**config.mk**
```make
export PLATFORM = sky130hd
export DESIGN_NAME = prom_programmer
export DESIGN_NICKNAME = d
export VERILOG_FILES = /design/src/prom_pkg.sv /design/src/prom_programmer.sv /design/src/prom_spi_engine.sv /design/src/prom_block_buffer.sv /design/src/prom_wb_regs.sv
export SDC_FILE = /design/constraint.sdc
export NUM_CORES = 2
export LEC_CHECK = 0
export ABC_AREA = 1
export BUFFER_PORTS_ARGS = -buffer_cell sky130_fd_sc_hd__buf_2
export CAP_MARGIN = 0
export CORE_ASPECT_RATIO = 1.75
export CORE_MARGIN = 5
export CORE_UTILIZATION = 55
export CTS_BUF_LIST = sky130_fd_sc_hd__clkbuf_8 sky130_fd_sc_hd__clkbuf_16
export CTS_CLUSTER_DIAMETER = 30
export DETAILED_ROUTE_END_ITERATION = 16
export PLACE_DENSITY = 0.71
export SETUP_SLACK_MARGIN = 0.3
export SLEW_MARGIN = 20
export SYNTH_ARGS = -nofsm -noshare
export SYNTH_HDL_FRONTEND = slang
export SYNTH_SLANG_ARGS = --single-unit
```
**constraint.sdc**
```tcl
create_clock -name clk -period 4.5 [get_ports clk]
set_clock_uncertainty 0.05 [all_clocks]
set_input_delay 0.675 -clock clk [delete_from_list [all_inputs] [get_ports clk]]
set_output_delay 0.675 -clock clk [all_outputs]
set_load 0.01 [all_outputs]
```
**src/prom_pkg.sv**
```systemverilog
`default_nettype none

package prom_pkg;

    // Flash opcodes
    localparam logic [7:0] op_wren      = 8'h06;  // Write enable
    localparam logic [7:0] op_wrdi      = 8'h04;  // Write disable
    localparam logic [7:0] op_rdid      = 8'h9F;  // Read ID, first 3 bytes only
    localparam logic [7:0] op_rdsr      = 8'h05;  // Read status register
    localparam logic [7:0] op_wrsr      = 8'h01;  // Write status register
    localparam logic [7:0] op_read      = 8'h03;  // Read data, 4 bytes
    localparam logic [7:0] op_fast_read = 8'h0B;  // Fast read, dummy byte then 4 bytes
    localparam logic [7:0] op_se        = 8'hD8;  // Sector erase
    localparam logic [7:0] op_be        = 8'hC7;  // Bulk erase
    localparam logic [7:0] op_dp        = 8'hB9;  // Deep power down
    localparam logic [7:0] op_res       = 8'hAB;  // Release, 3 dummy bytes then signature
    localparam logic [7:0] op_bitio     = 8'hFF;  // Direct pin drive

    // Bits shifted out per command
    localparam logic [6:0] send_bits_short     = 7'd8;   // Opcode only
    localparam logic [6:0] send_bits_wrsr      = 7'd16;
    localparam logic [6:0] send_bits_read      = 7'd32;  // Opcode plus 24-bit address
    localparam logic [6:0] send_bits_fast_read = 7'd40;  // Trailing zeros form the dummy byte
    localparam logic [6:0] send_bits_se        = 7'd32;
    localparam logic [6:0] send_bits_res       = 7'd32;
    localparam logic [6:0] send_bits_quadlet   = 7'd32;  // One block quadlet

    // Bits shifted in per command
    localparam logic [6:0] recv_bits_none = 7'd0;
    localparam logic [6:0] recv_bits_rdid = 7'd24;
    localparam logic [6:0] recv_bits_rdsr = 7'd8;
    localparam logic [6:0] recv_bits_read = 7'd32;
    localparam logic [6:0] recv_bits_res  = 7'd8;   // Electronic signature

    // Wishbone word addresses
    localparam logic [6:0] reg_cmd_status  = 7'd0;
    localparam logic [6:0] reg_result      = 7'd1;
    localparam logic [6:0] reg_blk_start   = 7'd2;
    localparam logic [6:0] reg_blk_end     = 7'd3;
    localparam logic [6:0] blk_window_base = 7'd64;  // Upper half is the block window

    // Request kinds
    localparam logic [1:0] kind_cmd   = 2'd0;
    localparam logic [1:0] kind_bitio = 2'd1;
    localparam logic [1:0] kind_block = 2'd2;

    // Engine states
    localparam logic [2:0] st_idle        = 3'd0;
    localparam logic [2:0] st_select      = 3'd1;
    localparam logic [2:0] st_write       = 3'd2;
    localparam logic [2:0] st_write_block = 3'd3;
    localparam logic [2:0] st_read        = 3'd4;
    localparam logic [2:0] st_deselect    = 3'd5;
    localparam logic [2:0] st_settle      = 3'd6;

    typedef struct packed {
        logic [7:0]  opcode;
        logic [23:0] arg;        // Address or status byte, left aligned
    } spi_view_t;

    typedef struct packed {
        logic [23:0] pad;        // Holds the FF opcode
        logic        mask_cs;
        logic        mask_sclk;
        logic        mask_rsvd;
        logic        mask_mosi;
        logic        val_cs;
        logic        val_sclk;
        logic        val_rsvd;
        logic        val_mosi;
    } bitio_view_t;

    typedef union packed {
        spi_view_t   spi;
        bitio_view_t bitio;
    } prom_cmd_u;

    typedef struct packed {
        logic [1:0] kind;
        prom_cmd_u  cmd;
        logic [6:0] send_bits;
        logic [6:0] recv_bits;
    } spi_req_t;

    typedef struct packed {
        logic        wen;
        logic [5:0]  addr;
        logic [31:0] data;
    } blk_wr_t;

    typedef struct packed {
        logic [15:0] debug;      // Last block error, address and expected index
        logic [6:0]  pad;
        logic        busy;
        logic        cs;
        logic        sclk;
        logic        miso;
        logic        mosi;
        logic        blk_open;
        logic [2:0]  state;
    } prom_status_t;

endpackage

`default_nettype wire
```
**src/prom_programmer.sv**
```systemverilog
`timescale 1ns/10ps
`default_nettype none

module prom_programmer (
    input  wire logic        clk,
    input  wire logic        reset,
    input  wire logic        wb_cyc,
    input  wire logic        wb_stb,
    input  wire logic        wb_we,
    input  wire logic [6:0]  wb_adr,
    input  wire logic [31:0] wb_dat_w,
    input  wire logic        prom_miso,
    output logic [31:0]      wb_dat_r,
    output logic             wb_ack,
    output logic             prom_mosi,
    output logic             prom_sclk,
    output logic             prom_cs
);

    prom_pkg::spi_req_t req;
    prom_pkg::blk_wr_t  blk_wr;
    logic               req_valid;
    logic               req_ready;
    logic               blk_start;
    logic               blk_end;
    logic               blk_open;
    logic [6:0]         rd_index;
    logic [6:0]         fill;
    logic [31:0]        rd_data;
    logic [31:0]        result;
    logic [2:0]         eng_state;
    logic [15:0]        debug;

    prom_wb_regs u_regs (           // Host side, produces requests and quadlets
        .clk       (clk),
        .reset     (reset),
        .wb_cyc    (wb_cyc),
        .wb_stb    (wb_stb),
        .wb_we     (wb_we),
        .wb_adr    (wb_adr),
        .wb_dat_w  (wb_dat_w),
        .req_ready (req_ready),
        .result    (result),
        .eng_state (eng_state),
        .prom_cs   (prom_cs),
        .prom_sclk (prom_sclk),
        .prom_mosi (prom_mosi),
        .prom_miso (prom_miso),
        .blk_open  (blk_open),
        .debug     (debug),
        .wb_dat_r  (wb_dat_r),
        .wb_ack    (wb_ack),
        .req       (req),
        .req_valid (req_valid),
        .blk_wr    (blk_wr),
        .blk_start (blk_start),
        .blk_end   (blk_end)
    );

    prom_block_buffer u_buffer (
        .clk       (clk),
        .reset     (reset),
        .blk_wr    (blk_wr),
        .blk_start (blk_start),
        .blk_end   (blk_end),
        .rd_index  (rd_index),
        .rd_data   (rd_data),
        .fill      (fill),
        .blk_open  (blk_open),
        .debug     (debug)
    );

    prom_spi_engine u_engine (      // Flash side
        .clk       (clk),
        .reset     (reset),
        .req       (req),
        .req_valid (req_valid),
        .rd_data   (rd_data),
        .fill      (fill),
        .blk_open  (blk_open),
        .prom_miso (prom_miso),
        .req_ready (req_ready),
        .rd_index  (rd_index),
        .result    (result),
        .eng_state (eng_state),
        .prom_mosi (prom_mosi),
        .prom_sclk (prom_sclk),
        .prom_cs   (prom_cs)
    );

endmodule

`default_nettype wire

```
**src/prom_spi_engine.sv**
```systemverilog
`timescale 1ns/10ps
`default_nettype none

module prom_spi_engine (
    input  wire logic               clk,
    input  wire logic               reset,
    input  wire prom_pkg::spi_req_t req,
    input  wire logic               req_valid,
    input  wire logic [31:0]        rd_data,
    input  wire logic [6:0]         fill,
    input  wire logic               blk_open,
    input  wire logic               prom_miso,
    output logic                    req_ready,
    output logic [6:0]              rd_index,
    output logic [31:0]             result,
    output logic [2:0]              eng_state,
    output logic                    prom_mosi,
    output logic                    prom_sclk,
    output logic                    prom_cs
);

    logic [2:0]  state;
    logic [6:0]  seqn;         // Sequence counter, bit 0 is SCLK
    logic [6:0]  send_last;    // 2*send-1
    logic [6:0]  recv_last;    // 2*recv-1
    logic        recv_on;      // Command has a read phase
    logic [1:0]  kind_q;
    logic [31:0] data;         // Outgoing shift register, MSB on the pin
    logic        blk_shift;    // Quadlet in flight

    assign req_ready = (state == prom_pkg::st_idle);
    assign eng_state = state;
    assign prom_sclk = seqn[0];
    assign prom_mosi = data[31];

    always_ff @(posedge clk) begin
        if (!reset) begin
            state     <= prom_pkg::st_idle;
            seqn      <= '0;
            send_last <= '0;
            recv_last <= '0;
            recv_on   <= 1'b0;
            kind_q    <= prom_pkg::kind_cmd;
            data      <= '0;
            blk_shift <= 1'b0;
            rd_index  <= '0;
            result    <= '0;
            prom_cs   <= 1'b1;
        end else begin
            case (state)
                prom_pkg::st_idle: begin
                    if (req_valid && req.kind == prom_pkg::kind_bitio) begin
                        // Masked pins only, held until the next request
                        if (req.cmd.bitio.mask_mosi)
                            data[31] <= req.cmd.bitio.val_mosi;
                        if (req.cmd.bitio.mask_sclk)
                            seqn[0] <= req.cmd.bitio.val_sclk;
                        if (req.cmd.bitio.mask_cs)
                            prom_cs <= req.cmd.bitio.val_cs;
                    end else if (req_valid) begin
                        kind_q    <= req.kind;
                        data      <= req.cmd;
                        seqn      <= '0;
                        send_last <= (req.send_bits << 1) - 7'd1;
                        recv_last <= (req.recv_bits << 1) - 7'd1;
                        recv_on   <= (req.recv_bits != '0);
                        rd_index  <= '0;
                        state     <= prom_pkg::st_select;
                    end
                end

                prom_pkg::st_select: begin
                    prom_cs   <= 1'b0;
                    result    <= '0;
                    blk_shift <= 1'b0;
                    state     <= (kind_q == prom_pkg::kind_block) ?
                                 prom_pkg::st_write_block : prom_pkg::st_write;
                end

                prom_pkg::st_write: begin
                    if (seqn[0])
                        data <= data << 1;          // MOSI moves on falling SCLK
                    if (seqn == send_last) begin
                        seqn  <= '0;
                        state <= recv_on ? prom_pkg::st_read : prom_pkg::st_deselect;
                    end else begin
                        seqn <= seqn + 7'd1;
                    end
                end

                prom_pkg::st_write_block: begin
                    if (blk_shift) begin
                        if (seqn[0])
                            data <= data << 1;
                        if (seqn == send_last) begin
                            seqn      <= '0;
                            blk_shift <= 1'b0;     // Quadlet out
                        end else begin
                            seqn <= seqn + 7'd1;
                        end
                    end else if (fill > rd_index) begin
                        data      <= rd_data;      // Next quadlet ready
                        rd_index  <= rd_index + 7'd1;
                        blk_shift <= 1'b1;
                    end else if (!blk_open) begin
                        result <= {25'd0, rd_index};  // Quadlets written
                        state  <= prom_pkg::st_deselect;
                    end
                end

                prom_pkg::st_read: begin
                    if (!seqn[0])
                        result <= {result[30:0], prom_miso};  // Sample on rising SCLK
                    if (seqn == recv_last) begin
                        seqn  <= '0;
                        state <= prom_pkg::st_deselect;
                    end else begin
                        seqn <= seqn + 7'd1;
                    end
                end

                prom_pkg::st_deselect: begin
                    prom_cs <= 1'b1;
                    data    <= '0;                  // MOSI back to quiet level
                    state   <= prom_pkg::st_settle;
                end

                prom_pkg::st_settle: state <= prom_pkg::st_idle;

                default: state <= prom_pkg::st_idle;
            endcase
        end
    end

endmodule

`default_nettype wire

```
**src/prom_block_buffer.sv**
```systemverilog
`timescale 1ns/10ps
`default_nettype none

module prom_block_buffer (
    input  wire logic               clk,
    input  wire logic               reset,
    input  wire prom_pkg::blk_wr_t  blk_wr,
    input  wire logic               blk_start,
    input  wire logic               blk_end,
    input  wire logic [6:0]         rd_index,
    output logic [31:0]             rd_data,
    output logic [6:0]              fill,
    output logic                    blk_open,
    output logic [15:0]             debug
);

    logic [31:0] mem [0:63];
    logic [6:0]  wr_index;     // Next expected quadlet, 64 means full
    logic        take;         // Write is in order and fits

    assign take    = blk_wr.wen && blk_open && !wr_index[6] &&
                     (blk_wr.addr == wr_index[5:0]);
    assign fill    = wr_index;
    assign rd_data = mem[rd_index[5:0]];   // Async read, valid as soon as fill moves

    always_ff @(posedge clk) begin
        if (take)
            mem[wr_index[5:0]] <= blk_wr.data;
    end

    always_ff @(posedge clk) begin
        if (!reset) begin
            wr_index <= '0;
            blk_open <= 1'b0;
            debug    <= '0;
        end else if (blk_start) begin
            wr_index <= '0;
            blk_open <= 1'b1;
            debug    <= '0;          // Clear last error
        end else if (blk_wr.wen && blk_open) begin
            if (take)
                wr_index <= wr_index + 7'd1;
            else
                debug <= {2'b00, blk_wr.addr, 1'b0, wr_index};  // Out of order, dropped
        end else if (blk_end) begin
            blk_open <= 1'b0;        // Engine drains what is left
        end
    end

endmodule

`default_nettype wire

```
**src/prom_wb_regs.sv**
```systemverilog
`timescale 1ns/10ps
`default_nettype none

module prom_wb_regs (
    input  wire logic               clk,
    input  wire logic               reset,
    input  wire logic               wb_cyc,
    input  wire logic               wb_stb,
    input  wire logic               wb_we,
    input  wire logic [6:0]         wb_adr,
    input  wire logic [31:0]        wb_dat_w,
    input  wire logic               req_ready,
    input  wire logic [31:0]        result,
    input  wire logic [2:0]         eng_state,
    input  wire logic               prom_cs,
    input  wire logic               prom_sclk,
    input  wire logic               prom_mosi,
    input  wire logic               prom_miso,
    input  wire logic               blk_open,
    input  wire logic [15:0]        debug,
    output logic [31:0]             wb_dat_r,
    output logic                    wb_ack,
    output prom_pkg::spi_req_t      req,
    output logic                    req_valid,
    output prom_pkg::blk_wr_t       blk_wr,
    output logic                    blk_start,
    output logic                    blk_end
);

    prom_pkg::prom_cmd_u    cmd_word;
    prom_pkg::spi_req_t     cmd_req;
    prom_pkg::prom_status_t status;
    logic                   cmd_known;   // Opcode maps to a request
    logic                   wb_new;
    logic                   is_cmd;
    logic                   is_start;
    logic                   is_end;
    logic                   in_window;
    logic                   needs_engine;
    logic                   ack_next;

    assign cmd_word     = wb_dat_w;
    assign wb_new       = wb_cyc && wb_stb && !wb_ack;  // Fresh cycle, not yet acked
    assign is_cmd       = (wb_adr == prom_pkg::reg_cmd_status);
    assign is_start     = (wb_adr == prom_pkg::reg_blk_start);
    assign is_end       = (wb_adr == prom_pkg::reg_blk_end);
    assign in_window    = (wb_adr >= prom_pkg::blk_window_base);
    assign needs_engine = wb_we && (is_cmd || is_start);
    assign ack_next     = wb_new && (!needs_engine || (req_ready && !req_valid));  // Back-pressure

    // Bit count lookup by opcode
    always_comb begin
        cmd_req.kind      = prom_pkg::kind_cmd;
        cmd_req.cmd       = cmd_word;
        cmd_req.send_bits = prom_pkg::send_bits_short;
        cmd_req.recv_bits = prom_pkg::recv_bits_none;
        cmd_known         = 1'b1;
        case (cmd_word.spi.opcode)
            prom_pkg::op_wren, prom_pkg::op_wrdi, prom_pkg::op_be, prom_pkg::op_dp: ;
            prom_pkg::op_rdid:      cmd_req.recv_bits = prom_pkg::recv_bits_rdid;
            prom_pkg::op_rdsr:      cmd_req.recv_bits = prom_pkg::recv_bits_rdsr;
            prom_pkg::op_wrsr:      cmd_req.send_bits = prom_pkg::send_bits_wrsr;
            prom_pkg::op_read: begin
                cmd_req.send_bits = prom_pkg::send_bits_read;
                cmd_req.recv_bits = prom_pkg::recv_bits_read;
            end
            prom_pkg::op_fast_read: begin
                cmd_req.send_bits = prom_pkg::send_bits_fast_read;
                cmd_req.recv_bits = prom_pkg::recv_bits_read;
            end
            prom_pkg::op_se:        cmd_req.send_bits = prom_pkg::send_bits_se;
            prom_pkg::op_res: begin
                cmd_req.send_bits = prom_pkg::send_bits_res;
                cmd_req.recv_bits = prom_pkg::recv_bits_res;
            end
            prom_pkg::op_bitio:     cmd_req.kind = prom_pkg::kind_bitio;
            default:                cmd_known = 1'b0;  // 00 and unknown codes
        endcase
    end

    always_comb begin
        status          = '0;
        status.debug    = debug;
        status.busy     = (eng_state != prom_pkg::st_idle) || req_valid;  // Pending counts
        status.cs       = prom_cs;
        status.sclk     = prom_sclk;
        status.miso     = prom_miso;
        status.mosi     = prom_mosi;
        status.blk_open = blk_open;
        status.state    = eng_state;
    end

    always_ff @(posedge clk) begin
        if (!reset) begin
            wb_ack    <= 1'b0;
            req_valid <= 1'b0;
            blk_start <= 1'b0;
            blk_end   <= 1'b0;
            blk_wr    <= '0;
        end else begin
            wb_ack     <= ack_next;                 // Single-cycle ack
            blk_start  <= 1'b0;
            blk_end    <= 1'b0;
            blk_wr.wen <= 1'b0;
            if (req_valid && req_ready)
                req_valid <= 1'b0;                  // Transfer done
            if (ack_next && wb_we) begin
                if ((is_cmd && cmd_known) || is_start)
                    req_valid <= 1'b1;
                blk_start <= is_start;             // Opens buffer with the block request
                blk_end   <= is_end;
                if (in_window) begin
                    blk_wr.wen  <= 1'b1;
                    blk_wr.addr <= wb_adr[5:0];
                    blk_wr.data <= wb_dat_w;
                end
            end
        end
    end

    always_ff @(posedge clk) begin
        if (ack_next) begin
            if (wb_we) begin
                if (is_start)
                    req <= '{kind: prom_pkg::kind_block, cmd: '0,
                             send_bits: prom_pkg::send_bits_quadlet,
                             recv_bits: prom_pkg::recv_bits_none};
                else if (is_cmd)
                    req <= cmd_req;
            end else begin
                case (wb_adr)
                    prom_pkg::reg_cmd_status: wb_dat_r <= status;
                    prom_pkg::reg_result:     wb_dat_r <= result;
                    default:                  wb_dat_r <= '0;   // Window reads as zero
                endcase
            end
        end
    end

endmodule

`default_nettype wire

```
==> impl_metrics.json <==
{
  "status": "finished, final reports clean",
  "r2r_cells": 14,
  "io_pins": 81,
  "cts-resized-gates": 0,
  "crit_end": "u_engine.data[23]$_SDFFE_PN0P_",
  "cp-end-kind": "flop",
  "hold_viol_final": 0,
  "grt_max_degree": 217,
  "rsz0062_at_grt": "false",
  "clock_latency_ns": 0.88,
  "min_path_type": "input pin to flop",
  "die_area_sq_um": 177000,
  "synth_warnings": 0,
  "startpoint_type": "flop",
  "postSynthAreaPerCell_sq_um": 11.4,
  "postRouteAntennaNets": 0,
  "synth_area_sq_um": 92700,
  "worst_r2r_endpoint": "u_engine.data[23]$_SDFFE_PN0P_",
  "dp_hpwl_mm": 156,
  "ys_seq_area_share_pct": 72.2,
  "p_per_area_nw_per_um2": 501,
  "tightest_slew_ns": 1.16,
  "drc_errors": 0,
  "cts_hold_buf": 0,
  "holdWs_ns": 0.0472,
  "routed_wl_mm": 273,
  "maxSlewHeadroom_pct": 22.9,
  "peakVddDrop_uv": 489,
  "std_cell_rows": 199,
  "routed_via_density": 6.11,
  "grt_pass1_wl_mm": 398,
  "syn_inst": 8160,
  "worstPathMaxFanout": 216,
  "grt.total_usage_pct": 30.1,
  "p_leak_uw": 0.0355,
  "post-cts-setup-buffers": 0,
  "fp.dieW_microns": 320,
  "grt_pass1_vias": 62510,
  "clock.fmax_mhz": 283,
  "io_buffer_count": 80,
  "wire_per_inst_microns": 25.9,
  "place_congestion": 0.934,
  "drv_cap": 0,
  "crit_type": "flop to flop",
  "root_buffer": "clkbuf_16",
  "async_flop_share_pct": 0,
  "finalSetupTns_ns": 0,
  "core_area_sq_um": 168000,
  "drtIter0Drc": 8482,
  "setup_violations": 0,
  "drive_above_1_share_pct": 9.58,
  "r2r_slack_ns": 0.96,
  "drt_pass1_iterations": 6,
  "final_nets": 8215,
  "synthFlopType": "edfxtp_1",
  "area_growth_pct": 11.6,
  "ys_top_cells_by_count": "nand2_1, edfxtp_1, nand3_1",
  "synth.top_cell.area_share_pct": 68.6,
  "yosys-top-cells-area": "edfxtp_1, nand2_1, nand3_1, dfxtp_1, buf_2",
  "crit_arrival_ns": 4.22,
  "cts_buffers": 223,
  "synth-edff-count": 2120,
  "clkSinkCount": 2283,
  "cts_max_level": 4,
  "grt_overflow_total": 0,
  "synth_most_common_cell": "nand2_1",
  "nFillCells": 12736,
  "clockBufferDepth": 4,
  "drv_slew": 0,
  "synth_fp_nets": 8218,
  "clk_pin_slew_ns": 0.06,
  "timing.final.crit_period_ns": 3.54,
  "synthDominantAreaCellType": "edfxtp_1",
  "synth-seq-cells": 2283,
  "cts_tree": "built",
  "required_ns": 5.18,
  "antenna_found_initial": 12,
  "synth_cell_types": 43,
  "start_util_pct": 55.3,
  "die_h_microns": 553,
  "vias": 64532,
  "fin_crit_sh_pct": 78.7
}
metal layers:
metal / global-route usage (%) / share of wire, % / vias to the layer above
li1: - / - / 28618
met1: 35.1 / 33 / 31301
met2: 49.2 / 48 / 3766
met3: 4.61 / 9.2 / 837
met4: 24.7 / 10 / 10
met5: 0 / 0.026 / -
power breakdown:
group | switching [uW] | internal, uW | leakage, uW
Sequential | 177 | 23100 | 0.0176
Combinational | 7150 | 2660 | 0.0143
Clock | 8250 | 10500 | 0.00367
Total | 15600 | 36300 | 0.0355
layout make-up:
type	instances	area (sq um)	share of cell area, %
diodes	5	12.5	0.0121
clock buffers	228	5680	5.49
clock inverters	182	1710	1.65
inverters	166	657	0.635
multi-input cells	5188	23200	22.5
flip-flops and latches	2283	67000	64.7
well taps	2211	2770	2.67
repair buffers	295	2440	2.36
cell families (layout without fill, tap and decap cells):
| logic type | Yosys count | after routing | share of synthesized area, % |
|---|---|---|---|
| AO/OA/AOI/OAI | 337 | 337 | 1.91 |
| XOR/XNOR | 16 | 16 | 0.151 |
| adder cells (fa/ha/maj) | 13 | 13 | 0.175 |
| buffers and inverters | 689 | 871 | 3.29 |
| flip-flops | 2283 | 2283 | 72.2 |
| other | 0 | 5 | 0 |
| AND/OR/NAND/NOR | 4822 | 4822 | 22.3 |
layout by cell type (no fill, tap or decap), drive strengths merged:
cell / count
a211o: 1
a211oi: 10
a21oi: 184
a221oi: 2
a22oi: 1
a31oi: 2
buf: 295
bufinv: 20
clkbuf: 228
clkinv: 72
clkinvlp: 26
dfxtp: 163
diode: 5
edfxtp: 2120
ha: 13
inv: 230
nand2: 2603
nand3: 1940
nand3b: 1
nand4: 10
nor2: 246
nor3: 16
nor3b: 4
nor4: 2
o2111ai: 1
o211ai: 1
o21a: 1
o21ai: 115
o22ai: 17
o311ai: 1
o31ai: 1
xnor2: 1
xor2: 15
sequential cells by signal (all words and copies together), names as in the netlist, named ones only:
| register | cells |
|---|---|
| u_regs.wb_ack | 1 |
| u_buffer.debug | 13 |
| u_regs.req_valid | 1 |
| u_engine.data | 32 |
| u_engine.result | 32 |
| u_buffer.blk_open | 1 |
| u_engine.recv_on | 1 |
| u_buffer.mem | 2048 |
| u_buffer.fill | 7 |
| u_engine.seqn | 7 |
| u_regs.blk_end | 1 |
| u_engine.kind_q | 2 |
| u_engine.prom_cs | 1 |
| u_engine.recv_last | 4 |
| u_engine.send_last | 3 |
| u_regs.blk_start | 1 |
| u_engine.blk_shift | 1 |
| u_engine.rd_index | 7 |
| u_engine.eng_state | 3 |
| u_regs.req | 40 |
| u_regs.blk_wr | 39 |
| u_regs.wb_dat_r | 32 |
worst max-delay path, cell delays in order (launching register included):
cell	delay, ns
dfxtp_4	0.50
inv_16	0.60
buf_4	0.47
nand2_1	0.09
nand3_1	0.09
nand3_1	0.09
nand3_1	0.17
nand3_1	0.31
nand2_1	0.24
nand2_1	0.10
nand2_1	0.09
nand2_1	0.05
nand2_1	0.07
nand2_1	0.05
a21oi_1	0.11
through the flow:
stage / total power, uW / cell area [sq um] / cells / setup WS [ns] / utilization (%)
after floorplan: 30400 / 92700 / 8160 / 0.445 / -
after global placement: 33000 / 96100 / 10143 / 1.01 / 57.3
after detailed placement: 33300 / 96100 / 10143 / 0.987 / 57.3
after CTS: 51700 / 103000 / 10553 / 1.07 / 61.7
after global routing: 53800 / 103000 / 10554 / 0.765 / 61.7
final: 51800 / 103000 / 10558 / 0.961 / 61.7
worst min path at each step:
stage                                           from                                 end  slack, ns  depth (start not counted)
detailed placement    u_regs.blk_wr[15]$_SDFFE_PN0P_      u_regs.blk_wr[15]$_SDFFE_PN0P_       0.40                          2
finish                                     wb_adr[1]           u_regs.blk_end$_SDFF_PN0_       0.05                          3
global placement    u_engine.result[31]$_SDFFE_PN0P_    u_engine.result[31]$_SDFFE_PN0P_       0.40                          2
floorplan                u_regs.req[3]$_SDFFCE_PP0P_  u_engine.recv_last[4]$_SDFFE_PN0P_       0.38                          1
global route                            wb_dat_w[12]      u_regs.blk_wr[12]$_SDFFE_PN0P_       0.04                          3
CTS                                        wb_adr[1]           u_regs.blk_end$_SDFF_PN0_       0.03                          3
Note: power is estimated with default switching activity, not from simulation.
